$ cat src/include/scope_wave.svh
// Closed curve for the X/Y scope with one entry per clock
localparam logic [X_W-1:0] WAVE_X [WAVE_DEPTH] = '{
	8'd186, 8'd207, 8'd225, 8'd239,
	8'd249, 8'd254, 8'd254, 8'd249,
	8'd240, 8'd226, 8'd209, 8'd188,
	8'd165, 8'd140, 8'd115, 8'd91,
	8'd68, 8'd47, 8'd29, 8'd15,
	8'd5, 8'd0, 8'd0, 8'd5,
	8'd14, 8'd28, 8'd46, 8'd67,
	8'd90, 8'd114, 8'd139, 8'd164
};

// Y runs about a quarter turn ahead of X
localparam logic [Y_W-1:0] WAVE_Y [WAVE_DEPTH] = '{
	7'd120, 7'd113, 7'd104, 7'd94,
	7'd83, 7'd71, 7'd58, 7'd46,
	7'd34, 7'd24, 7'd15, 7'd7,
	7'd3, 7'd0, 7'd0, 7'd2,
	7'd7, 7'd13, 7'd22, 7'd33,
	7'd44, 7'd56, 7'd69, 7'd81,
	7'd93, 7'd103, 7'd112, 7'd119,
	7'd124, 7'd126, 7'd126, 7'd124
};

$ cat src/include/skyking_glyphs.svh
// SEE YOU
localparam glyph_rect_t GLYPH_RECT [GLYPH_RECTS] = '{
	'{5'd0, 10'd0, 10'd15, 10'd416, 10'd419},
	'{5'd0, 10'd0, 10'd3, 10'd416, 10'd423},
	'{5'd0, 10'd0, 10'd15, 10'd424, 10'd427},
	'{5'd0, 10'd12, 10'd15, 10'd424, 10'd431},
	'{5'd0, 10'd0, 10'd15, 10'd432, 10'd435},
	'{5'd1, 10'd24, 10'd39, 10'd416, 10'd419},
	'{5'd1, 10'd24, 10'd39, 10'd424, 10'd427},
	'{5'd1, 10'd24, 10'd39, 10'd432, 10'd435},
	'{5'd1, 10'd24, 10'd27, 10'd416, 10'd431},
	'{5'd2, 10'd48, 10'd63, 10'd416, 10'd419},
	'{5'd2, 10'd48, 10'd63, 10'd424, 10'd427},
	'{5'd2, 10'd48, 10'd63, 10'd432, 10'd435},
	'{5'd2, 10'd48, 10'd51, 10'd416, 10'd431},
	'{5'd3, 10'd88, 10'd91, 10'd416, 10'd423},
	'{5'd3, 10'd100, 10'd103, 10'd416, 10'd423},
	'{5'd3, 10'd88, 10'd103, 10'd424, 10'd427},
	'{5'd3, 10'd92, 10'd99, 10'd424, 10'd435},
	'{5'd4, 10'd112, 10'd127, 10'd416, 10'd419},
	'{5'd4, 10'd112, 10'd127, 10'd432, 10'd435},
	'{5'd4, 10'd112, 10'd115, 10'd416, 10'd431},
	'{5'd4, 10'd124, 10'd127, 10'd416, 10'd431},
	'{5'd5, 10'd136, 10'd151, 10'd432, 10'd435},
	'{5'd5, 10'd136, 10'd139, 10'd416, 10'd431},
	'{5'd5, 10'd148, 10'd151, 10'd416, 10'd431},
	// SPACE
	'{5'd6, 10'd176, 10'd191, 10'd416, 10'd419},
	'{5'd6, 10'd176, 10'd179, 10'd416, 10'd423},
	'{5'd6, 10'd176, 10'd191, 10'd424, 10'd427},
	'{5'd6, 10'd188, 10'd191, 10'd424, 10'd431},
	'{5'd6, 10'd176, 10'd191, 10'd432, 10'd435},
	'{5'd7, 10'd200, 10'd203, 10'd416, 10'd435},
	'{5'd7, 10'd212, 10'd215, 10'd416, 10'd423},
	'{5'd7, 10'd200, 10'd215, 10'd416, 10'd419},
	'{5'd7, 10'd200, 10'd215, 10'd424, 10'd427},
	'{5'd8, 10'd224, 10'd239, 10'd416, 10'd419},
	'{5'd8, 10'd224, 10'd239, 10'd424, 10'd427},
	'{5'd8, 10'd224, 10'd227, 10'd416, 10'd435},
	'{5'd8, 10'd236, 10'd239, 10'd416, 10'd435},
	'{5'd9, 10'd248, 10'd251, 10'd416, 10'd431},
	'{5'd9, 10'd248, 10'd263, 10'd416, 10'd419},
	'{5'd9, 10'd248, 10'd263, 10'd432, 10'd435},
	'{5'd10, 10'd272, 10'd287, 10'd416, 10'd419},
	'{5'd10, 10'd272, 10'd287, 10'd424, 10'd427},
	'{5'd10, 10'd272, 10'd287, 10'd432, 10'd435},
	'{5'd10, 10'd272, 10'd275, 10'd416, 10'd431},
	// COWBOY
	'{5'd11, 10'd312, 10'd315, 10'd416, 10'd431},
	'{5'd11, 10'd312, 10'd327, 10'd416, 10'd419},
	'{5'd11, 10'd312, 10'd327, 10'd432, 10'd435},
	'{5'd12, 10'd336, 10'd351, 10'd416, 10'd419},
	'{5'd12, 10'd336, 10'd351, 10'd432, 10'd435},
	'{5'd12, 10'd336, 10'd339, 10'd416, 10'd431},
	'{5'd12, 10'd348, 10'd351, 10'd416, 10'd431},
	'{5'd13, 10'd360, 10'd375, 10'd424, 10'd431},
	'{5'd13, 10'd360, 10'd363, 10'd416, 10'd435},
	'{5'd13, 10'd372, 10'd375, 10'd416, 10'd435},
	'{5'd14, 10'd384, 10'd399, 10'd416, 10'd419},
	'{5'd14, 10'd384, 10'd399, 10'd424, 10'd427},
	'{5'd14, 10'd384, 10'd399, 10'd432, 10'd435},
	'{5'd14, 10'd384, 10'd387, 10'd416, 10'd431},
	'{5'd14, 10'd396, 10'd399, 10'd416, 10'd431},
	'{5'd15, 10'd408, 10'd423, 10'd416, 10'd419},
	'{5'd15, 10'd408, 10'd423, 10'd432, 10'd435},
	'{5'd15, 10'd408, 10'd411, 10'd416, 10'd431},
	'{5'd15, 10'd420, 10'd423, 10'd416, 10'd431},
	'{5'd16, 10'd432, 10'd435, 10'd416, 10'd423},
	'{5'd16, 10'd444, 10'd447, 10'd416, 10'd423},
	'{5'd16, 10'd432, 10'd447, 10'd424, 10'd427},
	'{5'd16, 10'd436, 10'd443, 10'd424, 10'd435},
	// Underscore cursor
	'{5'd17, 10'd456, 10'd471, 10'd432, 10'd435}
};

// Replaces slots 1 to 5 so the line reads SO LONG
localparam glyph_rect_t ALT_RECT [ALT_RECTS] = '{
	'{5'd1, 10'd24, 10'd39, 10'd416, 10'd419},
	'{5'd1, 10'd24, 10'd39, 10'd432, 10'd435},
	'{5'd1, 10'd24, 10'd27, 10'd416, 10'd431},
	'{5'd1, 10'd36, 10'd39, 10'd416, 10'd431},
	'{5'd2, 10'd64, 10'd67, 10'd416, 10'd431},
	'{5'd2, 10'd64, 10'd79, 10'd432, 10'd435},
	'{5'd3, 10'd88, 10'd103, 10'd416, 10'd419},
	'{5'd3, 10'd88, 10'd103, 10'd432, 10'd435},
	'{5'd3, 10'd88, 10'd91, 10'd416, 10'd431},
	'{5'd3, 10'd100, 10'd103, 10'd416, 10'd431},
	'{5'd4, 10'd112, 10'd115, 10'd416, 10'd435},
	'{5'd4, 10'd124, 10'd127, 10'd416, 10'd435},
	'{5'd4, 10'd112, 10'd127, 10'd424, 10'd427},
	'{5'd4, 10'd112, 10'd119, 10'd420, 10'd423},
	'{5'd4, 10'd120, 10'd127, 10'd428, 10'd431},
	'{5'd5, 10'd136, 10'd139, 10'd416, 10'd431},
	'{5'd5, 10'd148, 10'd151, 10'd424, 10'd431},
	'{5'd5, 10'd136, 10'd151, 10'd416, 10'd419},
	'{5'd5, 10'd144, 10'd151, 10'd424, 10'd427},
	'{5'd5, 10'd136, 10'd151, 10'd432, 10'd435}
};

$ cat src/hw/skyking_pkg.sv
package skyking_pkg;

	// 640x480 at 60 Hz, 25 MHz pixel clock
	localparam int H_ACTIVE = 640;
	localparam int H_FRONT = 16;
	localparam int H_SYNC = 96;
	localparam int H_BACK = 48;
	localparam int H_TOTAL = H_ACTIVE + H_FRONT + H_SYNC + H_BACK;

	localparam int V_ACTIVE = 480;
	localparam int V_FRONT = 10;
	localparam int V_SYNC = 2;
	localparam int V_BACK = 33;
	localparam int V_TOTAL = V_ACTIVE + V_FRONT + V_SYNC + V_BACK;

	localparam int COORD_W = 10;
	localparam int COLOR_W = 2;

	// Text line, cursor is the last slot
	localparam int LETTER_COUNT = 18;
	localparam int ALT_COUNT = 5;
	localparam int LETTER_FRAMES = 2;
	localparam int CURSOR_FRAMES = 8;
	localparam int REVEAL_W = $clog2(LETTER_COUNT + 1);
	localparam int LETTER_DIV_W = $clog2(LETTER_FRAMES);
	localparam int CURSOR_DIV_W = $clog2(CURSOR_FRAMES);
	localparam int GLYPH_RECTS = 68;
	localparam int ALT_RECTS = 20;

	localparam int WAVE_DEPTH = 32;
	localparam int PHASE_W = $clog2(WAVE_DEPTH);
	localparam int X_W = 8;
	localparam int Y_W = 7;
	localparam int Y_MAX = 126;
	localparam int TRIG_BIT = 3;

	typedef logic [COORD_W-1:0] coord_t;

	typedef enum logic [1:0] {
		MODE_VGA   = 2'd0,
		MODE_XY1   = 2'd1,
		MODE_VGA_X = 2'd2,
		MODE_XY2   = 2'd3
	} pin_mode_t;

	typedef struct packed {
		logic               hsync;
		logic               vsync;
		logic [COLOR_W-1:0] r;
		logic [COLOR_W-1:0] g;
		logic [COLOR_W-1:0] b;
	} vga_pixel_t;

	typedef struct packed {
		logic [X_W-1:0] x;
		logic [Y_W-1:0] y;
		logic           trig;
	} scope_sample_t;

	typedef struct packed {
		coord_t x;
		coord_t y;
		logic   active;
		logic   hsync;
		logic   vsync;
		logic   frame_start;
	} raster_t;

	// Inclusive pixel box owned by one text slot
	typedef struct packed {
		logic [REVEAL_W-1:0] slot;
		coord_t              x_lo;
		coord_t              x_hi;
		coord_t              y_lo;
		coord_t              y_hi;
	} glyph_rect_t;

endpackage

$ cat src/hw/pmod_mux.sv
`timescale 1ns/1ps

module pmod_mux import skyking_pkg::*; (
	input  pin_mode_t     mode,
	input  vga_pixel_t    pixel,
	input  scope_sample_t sample,
	output logic [7:0]    uo_out,
	output logic [7:0]    uio_out
);

	logic [7:0] vga_pins;
	logic [7:0] xy1_pins;
	logic [7:0] xy2_y_pins;
	logic [7:0] xy2_x_pins;

	// Tiny VGA PMOD pinout
	assign vga_pins = {pixel.hsync, pixel.b[0], pixel.g[0], pixel.r[0],
		pixel.vsync, pixel.b[1], pixel.g[1], pixel.r[1]};

	// Upper bits only, for a single 8-pin resistor DAC board
	assign xy1_pins = {sample.x[4], sample.x[6], sample.y[4], sample.y[6],
		sample.x[5], sample.x[7], sample.y[5], sample.trig};

	assign xy2_y_pins = {sample.trig, sample.y[5], sample.y[3], sample.y[1],
		sample.y[6], sample.y[4], sample.y[2], sample.y[0]};
	assign xy2_x_pins = {sample.x[7], sample.x[5], sample.x[3], sample.x[1],
		sample.x[6], sample.x[4], sample.x[2], sample.x[0]};

	always_comb begin
		case (mode)
			MODE_XY1: begin
				uo_out  = xy1_pins;
				uio_out = 8'h00;
			end
			MODE_VGA_X: begin
				uo_out  = vga_pins;
				uio_out = xy2_x_pins;
			end
			MODE_XY2: begin
				uo_out  = xy2_y_pins;
				uio_out = xy2_x_pins;
			end
			default: begin
				uo_out  = vga_pins;
				uio_out = 8'h00;
			end
		endcase
	end

endmodule

$ cat src/hw/scope_wave.sv
`timescale 1ns/1ps

module scope_wave import skyking_pkg::*; (
	input  logic          clk,
	input  logic          rst_n,
	output scope_sample_t sample
);

	`include "scope_wave.svh"

	logic [PHASE_W-1:0] phase;

	// Wraps on its own since the table depth is a power of two
	always_ff @(posedge clk) begin
		if (!rst_n) begin
			phase  <= '0;
			sample <= '0;
		end else begin
			phase       <= phase + 1'b1;
			sample.x    <= WAVE_X[phase];
			sample.y    <= WAVE_Y[phase];
			sample.trig <= phase[TRIG_BIT];
		end
	end

	a_y_peak: assert property (@(posedge clk) disable iff (!rst_n)
		sample.y <= Y_W'(Y_MAX));

endmodule

$ cat src/hw/sky_scene.sv
`timescale 1ns/1ps

module sky_scene import skyking_pkg::*; (
	input  logic       clk,
	input  logic       rst_n,
	input  raster_t    raster,
	input  logic       msg_sel,
	output vga_pixel_t pixel
);

	`include "skyking_glyphs.svh"

	logic [LETTER_DIV_W-1:0] letter_div;
	logic [CURSOR_DIV_W-1:0] blink_div;
	logic [REVEAL_W-1:0]     reveal_cnt;
	logic                    cursor_on;
	logic [LETTER_COUNT-1:0] prim_hit;
	logic [LETTER_COUNT-1:0] alt_hit;
	logic [LETTER_COUNT-1:0] lit;
	logic                    paint;
	logic [COLOR_W-1:0]      sky_r;
	logic [COLOR_W-1:0]      sky_g;

	function automatic logic in_rect(glyph_rect_t rect, coord_t px, coord_t py);
		return (px >= rect.x_lo) && (px <= rect.x_hi) &&
			(py >= rect.y_lo) && (py <= rect.y_hi);
	endfunction

	// Slot k is shown from frame k * LETTER_FRAMES on
	always_ff @(posedge clk) begin
		if (!rst_n) begin
			letter_div <= '0;
			blink_div  <= '0;
			reveal_cnt <= '0;
			cursor_on  <= 1'b0;
		end else if (raster.frame_start) begin
			if (letter_div == LETTER_DIV_W'(LETTER_FRAMES - 1)) begin
				letter_div <= '0;
			end else begin
				letter_div <= letter_div + 1'b1;
			end
			if (letter_div == '0 && reveal_cnt != REVEAL_W'(LETTER_COUNT)) begin
				reveal_cnt <= reveal_cnt + 1'b1;
			end
			if (blink_div == CURSOR_DIV_W'(CURSOR_FRAMES - 1)) begin
				blink_div <= '0;
			end else begin
				blink_div <= blink_div + 1'b1;
			end
			if (blink_div == '0) begin
				cursor_on <= ~cursor_on;
			end
		end
	end

	always_comb begin
		prim_hit = '0;
		alt_hit = '0;
		for (int i = 0; i < GLYPH_RECTS; i++) begin
			if (in_rect(GLYPH_RECT[i], raster.x, raster.y)) begin
				prim_hit[GLYPH_RECT[i].slot] = 1'b1;
			end
		end
		for (int i = 0; i < ALT_RECTS; i++) begin
			if (in_rect(ALT_RECT[i], raster.x, raster.y)) begin
				alt_hit[ALT_RECT[i].slot] = 1'b1;
			end
		end
	end

	always_comb begin
		for (int k = 0; k < LETTER_COUNT; k++) begin
			if (!msg_sel && k >= 1 && k <= ALT_COUNT) begin
				lit[k] = alt_hit[k] && (REVEAL_W'(k) < reveal_cnt);
			end else begin
				lit[k] = prim_hit[k] && (REVEAL_W'(k) < reveal_cnt);
			end
		end
		lit[LETTER_COUNT-1] = lit[LETTER_COUNT-1] && cursor_on;
		paint = |lit;
	end

	// Sky darkens towards the bottom in bands of 128 rows
	assign sky_r = {1'b1, ~&raster.y[8:7]};
	assign sky_g = ~raster.y[8:7];

	always_ff @(posedge clk) begin
		if (!rst_n) begin
			pixel.hsync <= 1'b1;
			pixel.vsync <= 1'b1;
			pixel.r     <= '0;
			pixel.g     <= '0;
			pixel.b     <= '0;
		end else begin
			pixel.hsync <= raster.hsync;
			pixel.vsync <= raster.vsync;
			if (!raster.active) begin
				pixel.r <= '0;
				pixel.g <= '0;
				pixel.b <= '0;
			end else if (paint) begin
				pixel.r <= '1;
				pixel.g <= '1;
				pixel.b <= '1;
			end else begin
				pixel.r <= sky_r;
				pixel.g <= sky_g;
				pixel.b <= '0;
			end
		end
	end

	a_reveal_max: assert property (@(posedge clk) disable iff (!rst_n)
		reveal_cnt <= REVEAL_W'(LETTER_COUNT));

endmodule

$ cat src/hw/skyking_top.sv
`timescale 1ns/1ps

module skyking_top import skyking_pkg::*; (
	input  logic       clk,
	input  logic       rst_n,
	input  logic [7:0] ui_in,
	output logic [7:0] uo_out,
	output logic [7:0] uio_out,
	output logic [7:0] uio_oe
);

	raster_t       raster;
	vga_pixel_t    pixel;
	scope_sample_t sample;

	// Bidirectional pins are outputs only
	assign uio_oe = 8'hff;

	vga_timing vga_timing_i (
		.clk    (clk),
		.rst_n  (rst_n),
		.raster (raster)
	);

	sky_scene sky_scene_i (
		.clk     (clk),
		.rst_n   (rst_n),
		.raster  (raster),
		.msg_sel (ui_in[3]),
		.pixel   (pixel)
	);

	scope_wave scope_wave_i (
		.clk    (clk),
		.rst_n  (rst_n),
		.sample (sample)
	);

	pmod_mux pmod_mux_i (
		.mode    (pin_mode_t'(ui_in[1:0])),
		.pixel   (pixel),
		.sample  (sample),
		.uo_out  (uo_out),
		.uio_out (uio_out)
	);

endmodule

$ cat src/hw/vga_timing.sv
`timescale 1ns/1ps

module vga_timing import skyking_pkg::*; (
	input  logic    clk,
	input  logic    rst_n,
	output raster_t raster
);

	coord_t h_cnt;
	coord_t v_cnt;

	always_ff @(posedge clk) begin
		if (!rst_n) begin
			h_cnt <= '0;
			v_cnt <= '0;
		end else if (h_cnt == COORD_W'(H_TOTAL - 1)) begin
			h_cnt <= '0;
			if (v_cnt == COORD_W'(V_TOTAL - 1)) begin
				v_cnt <= '0;
			end else begin
				v_cnt <= v_cnt + 1'b1;
			end
		end else begin
			h_cnt <= h_cnt + 1'b1;
		end
	end

	// Both syncs are active low
	always_comb begin
		raster.x = h_cnt;
		raster.y = v_cnt;
		raster.active = (h_cnt < COORD_W'(H_ACTIVE)) && (v_cnt < COORD_W'(V_ACTIVE));
		raster.hsync = !((h_cnt >= COORD_W'(H_ACTIVE + H_FRONT)) &&
			(h_cnt < COORD_W'(H_ACTIVE + H_FRONT + H_SYNC)));
		raster.vsync = !((v_cnt >= COORD_W'(V_ACTIVE + V_FRONT)) &&
			(v_cnt < COORD_W'(V_ACTIVE + V_FRONT + V_SYNC)));
		raster.frame_start = (h_cnt == '0) && (v_cnt == '0);
	end

	a_h_range: assert property (@(posedge clk) disable iff (!rst_n)
		h_cnt < COORD_W'(H_TOTAL));

endmodule

$ cat config.mk
export PLATFORM = sky130hd
export DESIGN_NAME = skyking_top
export DESIGN_NICKNAME = d
export VERILOG_FILES = /design/src/hw/skyking_pkg.sv /design/src/hw/pmod_mux.sv /design/src/hw/scope_wave.sv /design/src/hw/sky_scene.sv /design/src/hw/skyking_top.sv /design/src/hw/vga_timing.sv
export VERILOG_INCLUDE_DIRS = /design/src /design/src/include
export SDC_FILE = /design/constraint.sdc
export NUM_CORES = 1
export LEC_CHECK = 0
export ABC_CLOCK_PERIOD_IN_PS = 7300
export BUFFER_PORTS_ARGS = -buffer_cell sky130_fd_sc_hd__buf_2
export CAP_MARGIN = 15
export CORE_MARGIN = 2
export CORE_UTILIZATION = 51
export CTS_BUF_LIST = sky130_fd_sc_hd__clkbuf_8 sky130_fd_sc_hd__clkbuf_16
export DETAILED_ROUTE_END_ITERATION = 7
export PLACE_DENSITY = 0.67
export SETUP_SLACK_MARGIN = 0.2
export SYNTH_ARGS = -nofsm -noshare
export SYNTH_HDL_FRONTEND = slang
export SYNTH_SLANG_ARGS = --single-unit
$ cat constraint.sdc
create_clock -name clk -period 7.3 [get_ports clk]
set_input_delay 0.365 -clock clk [delete_from_list [all_inputs] [get_ports clk]]
set_output_delay 0.365 -clock clk [all_outputs]
set_load 0.005 [all_outputs]
**Word level (Yosys, flattened, before mapping)**

Memories as Yosys holds them, arrays and structs flattened. A register that Yosys moved wholly into a read port is not among the register bits.
Index checks and enable logic that the tools add are counted.

- Bits in read-only memories: 480
- Register bits after elaboration: 44
- Memories kept: 2
- Output and inout port bits: 24

Memories:

| memory | words | bits a word | read ports | clocked after memory_dff | write ports | line | text |
|---|---|---|---|---|---|---|---|
| (name not given) | 32 | 8 | 1 | 1 | 0 | scope_wave.sv:20 | `sample.x <= WAVE_X[phase];` |
| (name not given) | 32 | 7 | 1 | 1 | 0 | scope_wave.sv:21 | `sample.y <= WAVE_Y[phase];` |

- $lt $le $gt $ge: 110
- Reductions and logical operators: 261
- Bitwise gates (word level): 5
- Eq/ne operators: 7
- Multiplexer cells: 98
- Add/sub/neg operators: 6

Operators by type and width:

| operator | count |
|---|---|
| $logic_and 1x1->1 | 246 |
| $le 10x9->1 const B | 22 |
| $ge 10x9->1 const B | 20 |
| $ge 10x8->1 const B | 10 |
| $mux 1 | 93 |
| $le 10x8->1 const B | 9 |
| $le 10x7->1 const B | 8 |
| $ge 10x7->1 const B | 7 |
| $lt 4x5->1 const A | 8 |
| $le 10x6->1 const B | 3 |
| $add 10x1->10 const B | 2 |
| $eq 10x10->1 const B | 2 |
| $ge 10x6->1 const B | 2 |
| $logic_not 10->1 | 2 |
| $lt 10x10->1 const B | 2 |
| $lt 10x9->1 const B | 2 |
| $lt 3x5->1 const A | 4 |
| $reduce_or 18->1 | 1 |
| $pmux 8 s2 | 1 |
| $add 5x1->5 const B | 2 |
| $ge 10x1->1 const B | 1 |
| $ge 10x10->1 const B | 1 |
| $ge 10x4->1 const B | 1 |
| $ge 10x5->1 const B | 1 |
| 23 further kinds | 37 |

**Depth between registers and ports, before layout**

Gate-level depths: netlist (run 1).

- Depth after elaboration: 13
- Depth in mapped cells: 10
- Mapped depth without buffers: 9

**By module**

Synthesis (run 1) repeated with hierarchy kept, for this count alone.

- Cell total of the unflattened synthesis: 617
- Area total of the unflattened synthesis: 4,772.1 sq um

By module, submodules not included:

| module | cells each | area each (sq um) | instances | sequential area each (sq um) |
|---|---|---|---|---|
| sky_scene | 292 | 2,110.8 | 1 | 340.3 |
| scope_wave | 161 | 1,328.8 | 1 | 420.4 |
| vga_timing | 119 | 1,022.2 | 1 | 400.4 |
| pmod_mux | 36 | 246.5 | 1 | 0.0 |
| skyking_top | 9 | 63.8 | 1 | 0.0 |

**Worst setup path after synthesis (run 1)**

Ideal clock, no wire load.

- Path kind: register to register
- Start: reg vga_timing_i.v_cnt[1]
- End: reg, netlist name sky_scene_i.pixel[4]
- Data required time: 7.219 ns
- Path buffers: 0
- Arrival time: 2.279 ns
- Slack: 4.940 ns
- Cell stages (with the launch flop): 10
- Cell sequence: dfxtp_1 > ha_1 > or3b_2 > nor4_1 > o22ai_2 > and2_1 > a221o_1 > o2111ai_1 > nor3_1 > a41oi_1

- Longest elaborated chain between the ends: 12
- Elaborated cells between the ends (all ways): 293
- Classes of those cells: order compare: 11; mux: 93; reduce/logical: 189

RTL lines:

| item | line | text |
|---|---|---|
| from (decl) | vga_timing.sv:10 | `coord_t v_cnt;` |
| from (signal assigned) | vga_timing.sv:21 | `v_cnt <= v_cnt + 1'b1;` |
| $ge 10x9->1 | sky_scene.sv:26 | `(py >= rect.y_lo) && (py <= rect.y_hi);` |
| $logic_and 1x1->1 | sky_scene.sv:25 | `return (px >= rect.x_lo) && (px <= rect.x_hi) &&` |
| $logic_and 1x1->1 | sky_scene.sv:26 |  |
| $mux 1 (5 in series) | sky_scene.sv:65 | `if (in_rect(ALT_RECT[i], raster.x, raster.y)) begin` |
| $logic_and 1x1->1 | sky_scene.sv:74 | `lit[k] = alt_hit[k] && (REVEAL_W'(k) < reveal_cnt);` |
| $mux 1 | sky_scene.sv:73 | `if (!msg_sel && k >= 1 && k <= ALT_COUNT) begin` |
| $reduce_or 18->1 | sky_scene.sv:80 | `paint = \|lit;` |
| $mux 5 | sky_scene.sv:101 | `end else if (paint) begin` |

Parallel ways exist; a longest one is shown, timed or not.
A chain may end at the register's enable or synchronous reset.

**Final worst setup path (run 1)**

- Start: reg vga_timing_i.v_cnt[7]
- End: reg, netlist name sky_scene_i.pixel[4]

- Longest elaborated chain between the ends: 12
- Elaborated cells between the ends (all ways): 295
- Classes of those cells: order compare: 11; mux: 93; reduce/logical: 191

RTL lines:

| item | line |
|---|---|
| $ge 10x9->1 | sky_scene.sv:26 |
| $logic_and 1x1->1 | sky_scene.sv:25 |
| $logic_and 1x1->1 | sky_scene.sv:26 |
| $mux 1 (5 in series) | sky_scene.sv:65 |
| $logic_and 1x1->1 | sky_scene.sv:74 |
| $mux 1 | sky_scene.sv:73 |
| $reduce_or 18->1 | sky_scene.sv:80 |
| $mux 5 | sky_scene.sv:101 |

Parallel ways exist; a longest one is shown, timed or not.

==> run_results.csv, run 1 <==
group,metric,value,unit
placed_design,gp_congestion,1.01,
timing,finalWorstPathRequiredPeriod,3.20,ns
yosys,ys_ff_latch,58,
global_routing,grt_pass1_vias,4139,
yosys,synth_top_cell_by_area,"dfxtp_1",
yosys,synthDistinctLibCells,69,
route,routed_wirelength,12700,um
clocking,ctsResizeCount,0,
timing,setup_tns,0,ns
timing,period_share,43.8,%
power,power_frac_comb,14.6,%
job,max_cap_viol_count,0,
global_routing,grt_use_total,27.3,%
clocking,cts.clk_slew.worst_paths,0.08,ns
setup_path,crit_family,"simple AND/OR/NAND/NOR gates",
placed_design,dp.cells,667,
route,wire_per_inst,18.6,um
global_routing,grt_pass1_wl,21200,um
die,num_rows,34,
setup_path,start_kind,"flip-flop",
clocking,cts_root_buffer,"clkbuf_8",
route,firstDrtPassIters,5,
setup_path,regToRegSetupSlack,4.10,ns
clocking,htreeDepth,3,
setup_path,r2r-start,"vga_timing_i.v_cnt[7]",
setup_path,crit_fanout,11,
die,start_util,51.9,%
power,total_power,0.000810,W
global_routing,grt_overflow,0,
die,core,8640,sq um
hold_path,min-delay-start,"vga_timing_i.h_cnt[0]",
global_routing,grt_max_degree,42,
yosys,netlist_area,4480,sq um
route,viasPerCell,6.34,
power,sw_frac_of_total,27.3,%
die,die_area,9550,sq um
yosys,syn_inst,586,
yosys,synth-edff-count,0,
setup_path,crit_buf_inv,0,
setup_path,path_cells,"nand4b_1 -> nor2_1 -> nand3_1 -> nand2_1 -> nand3_1 -> a221oi_1 -> nor3_1 -> a41oi_1",
die,ios,34,
setup_path,worstPathRequired,7.56,ns
timing,tightest_slew,0.995,ns
power,pwr-share-seq,44.6,%
timing,final_hold_viol_count,0,
global_routing,antenna_found_initial,0,
timing,setup_viol,0,
route,vias,4332,
setup_path,crit_start,"vga_timing_i.v_cnt[7]",
route,drt_iter0_markers,373,
timing,fin_hold_ws,0.469,ns
die,die_h,97.7,um
route,drcViolationCount,0,
die,die_w,97.7,um
setup_path,max_stage_delay,0.63,ns
setup_path,arrival,3.46,ns
yosys,yosysSeqAreaShare,25.9,%
outcome,status,"finished clean",
timing,final_max_slew_viol_count,0,
placed_design,port_buffers,20,
setup_path,end_kind,"flip-flop",
route,postRouteAntennaNets,0,
timing,rsz0062_at_grt,"false",
power,leakagePower,1.81,nW
yosys,synthFlopType,"dfxtp_1",
clocking,cts_tree,"yes",
setup_path,crit_path_top_delay_cell,"nor2_1",
cells_and_area,drive_gt1_share,9.39,%
cells_and_area,instances_no_fill,683,
power,p_int,0.000589,W
power,powerDensity,173,nW/um^2
yosys,netlist.area_leader.share,25.9,%
power,pwr-share-clk,40.9,%
clocking,cts_setup_buffers,0,
power,switchingPower,0.000221,W
timing,fin_skew,0.0154,ns
power,peakVddDrop,115,uV
clocking,clkLatencyLatePin,0.34,ns
setup_path,critPathKind,"reg2reg",
clocking,cts_buffers,9,
timing,slew_headroom,33.6,%
placed_design,dp_hpwl,8970,um
timing,fmax,313,MHz
cells_and_area,n_antenna_cell,0,
clocking,clock_sinks,58,
yosys,yosys-top-cells-area,"dfxtp_1 26%, ha_1 5.0%, nor2_1 4.9%, a21oi_1 4.2%, and2_1 4.2%",
setup_path,worst-path-stages,8,
clocking,hold_buffers,0,
setup_path,reg2reg_to,"sky_scene_i.pixel[4]",
setup_path,cpMostUsedCell,"nand3_1",
setup_path,cp-endpoint,"sky_scene_i.pixel[4]",
clocking,cts_buffer_depth,2,
hold_path,hp-class,"reg2reg",
yosys,ys_warn_count,0,
cells_and_area,synthToLayoutAreaGrowth,4.83,%
setup_path,ff2ff_path_depth,8,
yosys,synthArstFlopShare,0,%
cells_and_area,layout.nets,598,
yosys,syn_avg_cell_area,7.64,sq um
-- per-stage QoR --
stage	setup WS (ns)	utilization, %	instance area [sq um]
final	4.10	54.4	4690
after global placement	4.19	51.8	4480
after floorplan	4.94	-	4500
after detailed placement	4.23	51.8	4480
after CTS	4.23	54.4	4690
after global routing	3.97	54.4	4690
-- how the worst min path moves through the flow --
stage / slack [ns] / depth (start not counted) / end
finish: 0.47 / 1 / vga_timing_i.h_cnt[0]
global route: 0.53 / 1 / sky_scene_i.pixel[6]
CTS: 0.48 / 1 / vga_timing_i.h_cnt[0]
detailed placement: 0.46 / 1 / vga_timing_i.h_cnt[0]
global placement: 0.44 / 1 / vga_timing_i.h_cnt[0]
floorplan: 0.42 / 1 / sky_scene_i.pixel[6]
-- Yosys cell counts, types with 13 or more instances --
library cell,instances
a21oi_1,38
and2_1,30
clkbuf_1,34
dfxtp_1,58
ha_1,18
inv_1,17
mux2i_1,13
nand2_1,47
nand3_1,19
nor2_1,58
nor3_1,16
o21ai_0,36
-- cell usage in the layout (no fill, tap or decap), types with 9 or more instances in the layout --
cell type  count
nor2_1        58
dfxtp_1       58
nand2_1       47
a21oi_1       38
o21ai_0       36
and2_1        30
buf_2         20
inv_1         19
nand3_1       19
ha_1          18
nor3_1        16
mux2i_1       13
nand4_1       11
xnor2_1       11
nor2b_1       11
xor2_1        11
clkbuf_8      10
or3_1          9
-- final cells by class --
type	count	area, sq um
clock inverters	6	81.3
well taps	108	135
flip-flops and latches	58	1160
clock buffers	10	138
fillers	834	3940
repair buffers	22	115
multi-input cells	462	3000
inverters	17	63.8
-- per-layer routing --
layer,track usage [%],vias up,part of all wire [%]
met2,43.0,211,45
met3,5.04,37,7.4
met5,0,-,0
met1,37.6,2030,45
met4,9.72,0,2.9
li1,-,2054,-
-- power groups by stage --
stage / Sequential [W] / Combinational, W / Clock, W
2_1_floorplan: 0.000352 / 0.000102 / 0
3_3_place_gp: 0.000366 / 0.000113 / 0
3_5_place_dp: 0.000368 / 0.000116 / 0
4_1_cts: 0.000361 / 0.000118 / 0.000337
5_1_grt: 0.000364 / 0.000134 / 0.000354
6_report: 0.000361 / 0.000118 / 0.000331
-- state kept, by name, summed over array words and instances, names as in the netlist --
| signal | count |
|---|---|
| scope_wave_i.phase | 5 |
| scope_wave_i.sample | 16 |
| sky_scene_i.blink_div | 3 |
| sky_scene_i.cursor_on | 1 |
| sky_scene_i.letter_div | 1 |
| sky_scene_i.pixel | 7 |
| sky_scene_i.reveal_cnt | 5 |
| vga_timing_i.h_cnt | 10 |
| vga_timing_i.v_cnt | 10 |
-- cell families (layout without fill, tap and decap cells) --
family	after synthesis	count (layout)	synth area share, %
buffers and inverters	73	55	7.66
AND/OR/NAND/NOR	251	251	30.0
AO/OA/AOI/OAI	145	145	21.6
multiplexers	18	18	5.42
adder cells (fa/ha/maj)	18	18	5.03
other	1	8	0.0837
flip-flops	58	58	25.9
XOR/XNOR	22	22	4.30
Note: power is estimated with default switching activity, not from simulation.
==> inputs of run 2 (changes only) <==
--- a/config.mk
+++ b/config.mk
@@ -6,7 +6,7 @@
 export SDC_FILE = /design/constraint.sdc
 export NUM_CORES = 1
 export LEC_CHECK = 0
-export ABC_CLOCK_PERIOD_IN_PS = 7300
+export ABC_CLOCK_PERIOD_IN_PS = 3300
 export BUFFER_PORTS_ARGS = -buffer_cell sky130_fd_sc_hd__buf_2
 export CAP_MARGIN = 15
 export CORE_MARGIN = 2
==> constraint.sdc (replaced) <==
create_clock -name clk -period 3.3 [get_ports clk]
set_input_delay 0.165 -clock clk [delete_from_list [all_inputs] [get_ports clk]]
set_output_delay 0.165 -clock clk [all_outputs]
set_load 0.005 [all_outputs]
==> run_results.csv, run 2 (synthesis results as in run 1) <==
group,metric,value,unit
power,power_frac_comb,16.6,%
timing,tightest_slew,0.956,ns
global_routing,grt_use_total,26.5,%
placed_design,dp_hpwl,9070,um
timing,setup_viol,0,
setup_path,ff2ff_path_depth,9,
timing,rsz0062_at_grt,"false",
global_routing,grt_pass1_vias,3970,
power,powerDensity,344,nW/um^2
die,die_w,97.7,um
clocking,cts_buffer_depth,2,
setup_path,arrival,3.12,ns
global_routing,grt_pass1_wl,20600,um
setup_path,start_kind,"flip-flop",
clocking,clock_sinks,58,
clocking,clkLatencyLatePin,0.33,ns
die,start_util,51.9,%
timing,fmax,342,MHz
placed_design,port_buffers,20,
clocking,cts_tree,"yes",
power,switchingPower,0.000493,W
global_routing,grt_overflow,0,
setup_path,max_stage_delay,0.65,ns
cells_and_area,regMostFlops,"scope_wave_i.sample",
route,drcViolationCount,0,
setup_path,critPathKind,"reg2reg",
power,p_int,0.00115,W
cells_and_area,drive_gt1_share,12.3,%
timing,setup_ws,0.374,ns
route,viasPerCell,6.28,
route,drt_iter0_markers,475,
setup_path,crit_path_top_delay_cell,"dfxtp_1",
route,vias,4397,
timing,fin_skew,0.0107,ns
outcome,status,"finished clean",
clocking,cts.clk_slew.worst_paths,0.08,ns
timing,period_share,88.7,%
power,sw_frac_of_total,30.0,%
hold_path,hold_depth,2,
route,postRouteAntennaNets,0,
cells_and_area,regArea,1160,sq um
cells_and_area,multi_input_area,3010,sq um
cells_and_area,largestRegisters,"scope_wave_i.sample: 16 flops, vga_timing_i.h_cnt: 10 flops, vga_timing_i.v_cnt: 10 flops",
timing,final_max_slew_viol_count,0,
clocking,htreeDepth,3,
timing,setup_tns,0,ns
clocking,cts_buffers,9,
die,die_h,97.7,um
route,firstDrtPassIters,6,
power,leakagePower,1.87,nW
setup_path,end_kind,"flip-flop",
clocking,cts_root_buffer,"clkbuf_8",
power,pwr-share-clk,35.3,%
clocking,hold_buffers,0,
placed_design,place_ws,0.469,ns
power,peakVddDrop,218,uV
setup_path,path_cells,"a311o_1 -> nor3_1 -> o22ai_2 -> nor3_1 -> o31ai_1 -> o2111ai_1 -> nor3_1 -> buf_4 -> a41oi_1",
die,ios,34,
die,core,8640,sq um
cells_and_area,n_antenna_cell,0,
setup_path,worstPathRequired,3.49,ns
die,die_area,9550,sq um
placed_design,gp_congestion,0.956,
power,pwr-share-seq,48.1,%
job,max_cap_viol_count,0,
route,routed_wirelength,12600,um
cells_and_area,fill_cells,859,
hold_path,hp-class,"in2reg",
cells_and_area,layout.nets,615,
cells_and_area,final_cell_mix,"58 x nor2_1, 58 x dfxtp_1, 47 x nand2_1",
setup_path,cpMostUsedCell,"nor3_1",
timing,slew_headroom,36.2,%
die,num_rows,34,
cells_and_area,largest_reg_flops,16,
global_routing,grt_max_degree,42,
route,wire_per_inst,18.1,um
global_routing,antenna_found_initial,0,
timing,finalWorstPathRequiredPeriod,2.93,ns
timing,final_hold_viol_count,0,
setup_path,crit_fanout,15,
cells_and_area,synthToLayoutAreaGrowth,6.76,%
-- run 2: changes by cell type in the layout (fill, tap and decap cells not counted) --
cell and change:
bufinv_16 -2, inv_1 -1, inv_6 -1, nor4_2 +1, clkinvlp_4 +2, nor4_1 -1
clkinv_2 +2, buf_4 +17
-- run 2: metrics by stage --
step	utilization, %	hold WS [ns]	instances	instance area, sq um	total power (W)
6_report	55.4	0.363	700	4780	0.00165
2_1_floorplan	-	0.422	593	4500	0.00100
3_3_place_gp	53.3	0.445	684	4600	0.00107
5_1_grt	55.4	0.418	700	4780	0.00173
3_5_place_dp	53.3	0.450	684	4600	0.00108
4_1_cts	55.3	0.382	700	4770	0.00166
-- run 2: power groups by stage --
stage          Clock [W]  Sequential (W)  Combinational [W]
4_1_cts         0.000592        0.000790           0.000273
3_5_place_dp           0        0.000807           0.000270
3_3_place_gp           0        0.000804           0.000265
6_report        0.000582        0.000791           0.000273
5_1_grt         0.000627        0.000797           0.000306
2_1_floorplan          0        0.000778           0.000225
-- run 2: cell type report --
type	instances	share of cell area, %
Sequential cell	58	24.3
Clock buffer	10	2.88
Multi-Input combinational cell	462	62.9
Timing Repair Buffer	39	5.08
Tap cell	108	2.83
Clock inverter	6	0.707
Inverter	17	1.33
-- run 2: routing by layer --
metal	GRT usage (%)	part of all wire (%)	vias to the layer above
met5	0	0	-
met2	41.7	46	193
met1	37.9	46	2081
met3	4.32	5.8	29
li1	-	-	2094
met4	6.84	2.2	0
-- run 2: worst max-delay path, delay by kind of cell (launching register included) --
family / cells / cell delay (ns)
flops: 1 / 0.65
buf+inv: 1 / 0.21
simple gates: 3 / 0.64
compound gates: 5 / 1.28
-- run 2: path summary, 6_finish.rpt --
| kind | startpoint | end | slack [ns] |
|---|---|---|---|
| worst max-delay path | vga_timing_i.v_cnt[9] | sky_scene_i.pixel[4] | 0.37 |
| worst min-delay path | rst_n | sky_scene_i.pixel[6] | 0.36 |
| worst max register to register | vga_timing_i.v_cnt[9] | sky_scene_i.pixel[4] | 0.37 |
| worst min register to register | vga_timing_i.h_cnt[0] | vga_timing_i.h_cnt[0] | 0.47 |
-- run 2: timing repair --
item,4_1_cts,5_1_grt
gates resized for setup,0,1
buffers inserted,0,0
endpoints found under the setup margin,0,4
==> inputs of run 3 (changes only) <==
--- a/config.mk
+++ b/config.mk
@@ -9,7 +9,7 @@
 export ABC_CLOCK_PERIOD_IN_PS = 3300
 export BUFFER_PORTS_ARGS = -buffer_cell sky130_fd_sc_hd__buf_2
 export CAP_MARGIN = 15
-export CORE_MARGIN = 2
+export CORE_MARGIN = 10
 export CORE_UTILIZATION = 51
 export CTS_BUF_LIST = sky130_fd_sc_hd__clkbuf_8 sky130_fd_sc_hd__clkbuf_16
 export DETAILED_ROUTE_END_ITERATION = 7
==> run_results.csv, run 3 (synthesis results as in run 1) <==
group,metric,value,unit
timing,rsz0062_at_grt,"false",
power,switchingPower,0.000488,W
setup_path,worstPathRequired,3.50,ns
timing,finalWorstPathRequiredPeriod,2.85,ns
die,die_w,114,um
global_routing,grt_max_degree,39,
cells_and_area,synthToLayoutAreaGrowth,7.04,%
clocking,cts.clk_slew.worst_paths,0.07,ns
power,p_int,0.00121,W
timing,fmax,350,MHz
job,max_cap_viol_count,0,
cells_and_area,instances_no_fill,700,
clocking,ctsResizeCount,0,
clocking,clock_sinks,58,
timing,final_max_slew_viol_count,0,
power,powerDensity,354,nW/um^2
die,num_rows,34,
placed_design,gp_congestion,1.04,
die,die_area,12900,sq um
placed_design,dp.cells,685,
global_routing,grt_use_total,19.4,%
setup_path,start_kind,"flip-flop",
timing,setup_viol,0,
setup_path,crit_fanout,16,
setup_path,path_cells,"xor2_1 -> o21ai_0 -> a22oi_1 -> o32ai_1 -> or3_4 -> a2111oi_4 -> a41oi_1",
die,die_h,114,um
power,peakVddDrop,237,uV
setup_path,r2r-start,"vga_timing_i.h_cnt[3]",
cells_and_area,largest_reg_flops,16,
clocking,cts_buffers,9,
power,pwr-share-clk,37.1,%
global_routing,grt_overflow,0,
cells_and_area,layout.nets,616,
clocking,cts_buffer_depth,2,
setup_path,reg2reg_to,"sky_scene_i.pixel[4]",
clocking,clkLatencyLatePin,0.34,ns
die,core,8640,sq um
setup_path,end_kind,"flip-flop",
outcome,status,"finished clean",
hold_path,hp-class,"in2reg",
global_routing,grt_pass1_wl,20700,um
power,power_frac_comb,16.6,%
route,vias,4286,
clocking,hold_buffers,0,
power,leakagePower,1.89,nW
global_routing,grt_pass1_vias,4005,
timing,fin_skew,0.0109,ns
setup_path,crit_path_top_delay_cell,"dfxtp_1",
route,routed_wirelength,12600,um
setup_path,cp-endpoint,"sky_scene_i.pixel[4]",
timing,slew_headroom,44.9,%
route,postRouteAntennaNets,0,
timing,setup_tns,0,ns
route,firstDrtPassIters,5,
timing,tightest_slew,0.826,ns
clocking,htreeDepth,3,
setup_path,regToRegSetupSlack,0.45,ns
hold_path,hold_depth,3,
cells_and_area,final_cell_mix,"58 x nor2_1, 58 x dfxtp_1, 47 x nand2_1",
die,ios,34,
timing,period_share,86.5,%
cells_and_area,largestRegisters,"scope_wave_i.sample: 16 flops, vga_timing_i.h_cnt: 10 flops, vga_timing_i.v_cnt: 10 flops",
route,drt_iter0_markers,370,
clocking,cts_setup_buffers,0,
power,sw_frac_of_total,28.7,%
setup_path,crit_start,"vga_timing_i.h_cnt[3]",
placed_design,port_buffers,20,
die,start_util,51.9,%
clocking,cts_root_buffer,"clkbuf_8",
cells_and_area,regMostFlops,"scope_wave_i.sample",
setup_path,critPathKind,"reg2reg",
global_routing,antenna_found_initial,0,
clocking,cts_tree,"yes",
setup_path,arrival,3.05,ns
placed_design,dp_hpwl,9230,um
route,drcViolationCount,0,
setup_path,ff2ff_path_depth,7,
route,wire_per_inst,17.9,um
setup_path,max_stage_delay,0.77,ns
cells_and_area,n_antenna_cell,0,
timing,final_hold_viol_count,0,
cells_and_area,drive_gt1_share,12.3,%
power,pwr-share-seq,46.3,%
route,viasPerCell,6.12,
## run 3: changes by cell type in the layout (fill, tap and decap cells not counted), sizes merged
cell / change
bufinv: +1
inv: -1
clkinvlp: -2
clkinv: +2
clkbuf: -1
buf: +1
## run 3: power groups by stage
stage               Sequential [W]  Combinational, W  Clock [W]
floorplan                 0.000778          0.000225          0
CTS                       0.000785          0.000281   0.000647
global route              0.000791          0.000321   0.000676
finish                    0.000786          0.000281   0.000631
detailed placement        0.000801          0.000279          0
global placement          0.000799          0.000273          0
## run 3: cell type report
| type | count | area (sq um) |
|---|---|---|
| multi-input combinational | 462 | 3000 |
| tap | 108 | 135 |
| fill | 855 | 3840 |
| clock buffer | 9 | 124 |
| clock inverter | 6 | 58.8 |
| sequential | 58 | 1160 |
| inverter | 17 | 63.8 |
| timing repair buffer | 40 | 250 |
## run 3: worst min-delay path by stage
stage	startpoint	to
2_1_floorplan	vga_timing_i.v_cnt[1]	sky_scene_i.pixel[6]
3_3_place_gp	vga_timing_i.h_cnt[0]	vga_timing_i.h_cnt[0]
3_5_place_dp	vga_timing_i.h_cnt[0]	vga_timing_i.h_cnt[0]
4_1_cts	rst_n	vga_timing_i.h_cnt[7]
5_1_grt	rst_n	vga_timing_i.h_cnt[7]
6_report	rst_n	vga_timing_i.h_cnt[7]
## run 3: routing by layer
metal  global-route usage, %  vias up  part of all wire, %
met5                       0        -                    0
met4                    8.54        0                  3.1
met3                    4.67       31                  7.2
met2                    29.7      191                   45
met1                    25.4     1973                   44
li1                        -     2091                    -
## run 3: through the flow
step | total power (W) | setup slack [ns] | instance area (sq um) | hold slack [ns] | utilization, %
2_1_floorplan | 0.00100 | 0.940 | 4500 | 0.422 | -
3_3_place_gp | 0.00107 | 0.587 | 4610 | 0.444 | 53.4
3_5_place_dp | 0.00108 | 0.522 | 4610 | 0.462 | 53.4
4_1_cts | 0.00171 | 0.512 | 4790 | 0.210 | 55.5
5_1_grt | 0.00179 | 0.229 | 4790 | 0.239 | 55.5
6_report | 0.00170 | 0.446 | 4790 | 0.226 | 55.5
## run 3: critical path, delay by kind of cell, from the launching register on
| kind | cells | cell delay [ns] |
|---|---|---|
| DFF | 1 | 0.77 |
| and+or+nand+nor | 1 | 0.41 |
| xor gates and xnor gates | 1 | 0.42 |
| AOI/OAI and AO/OA | 5 | 1.10 |
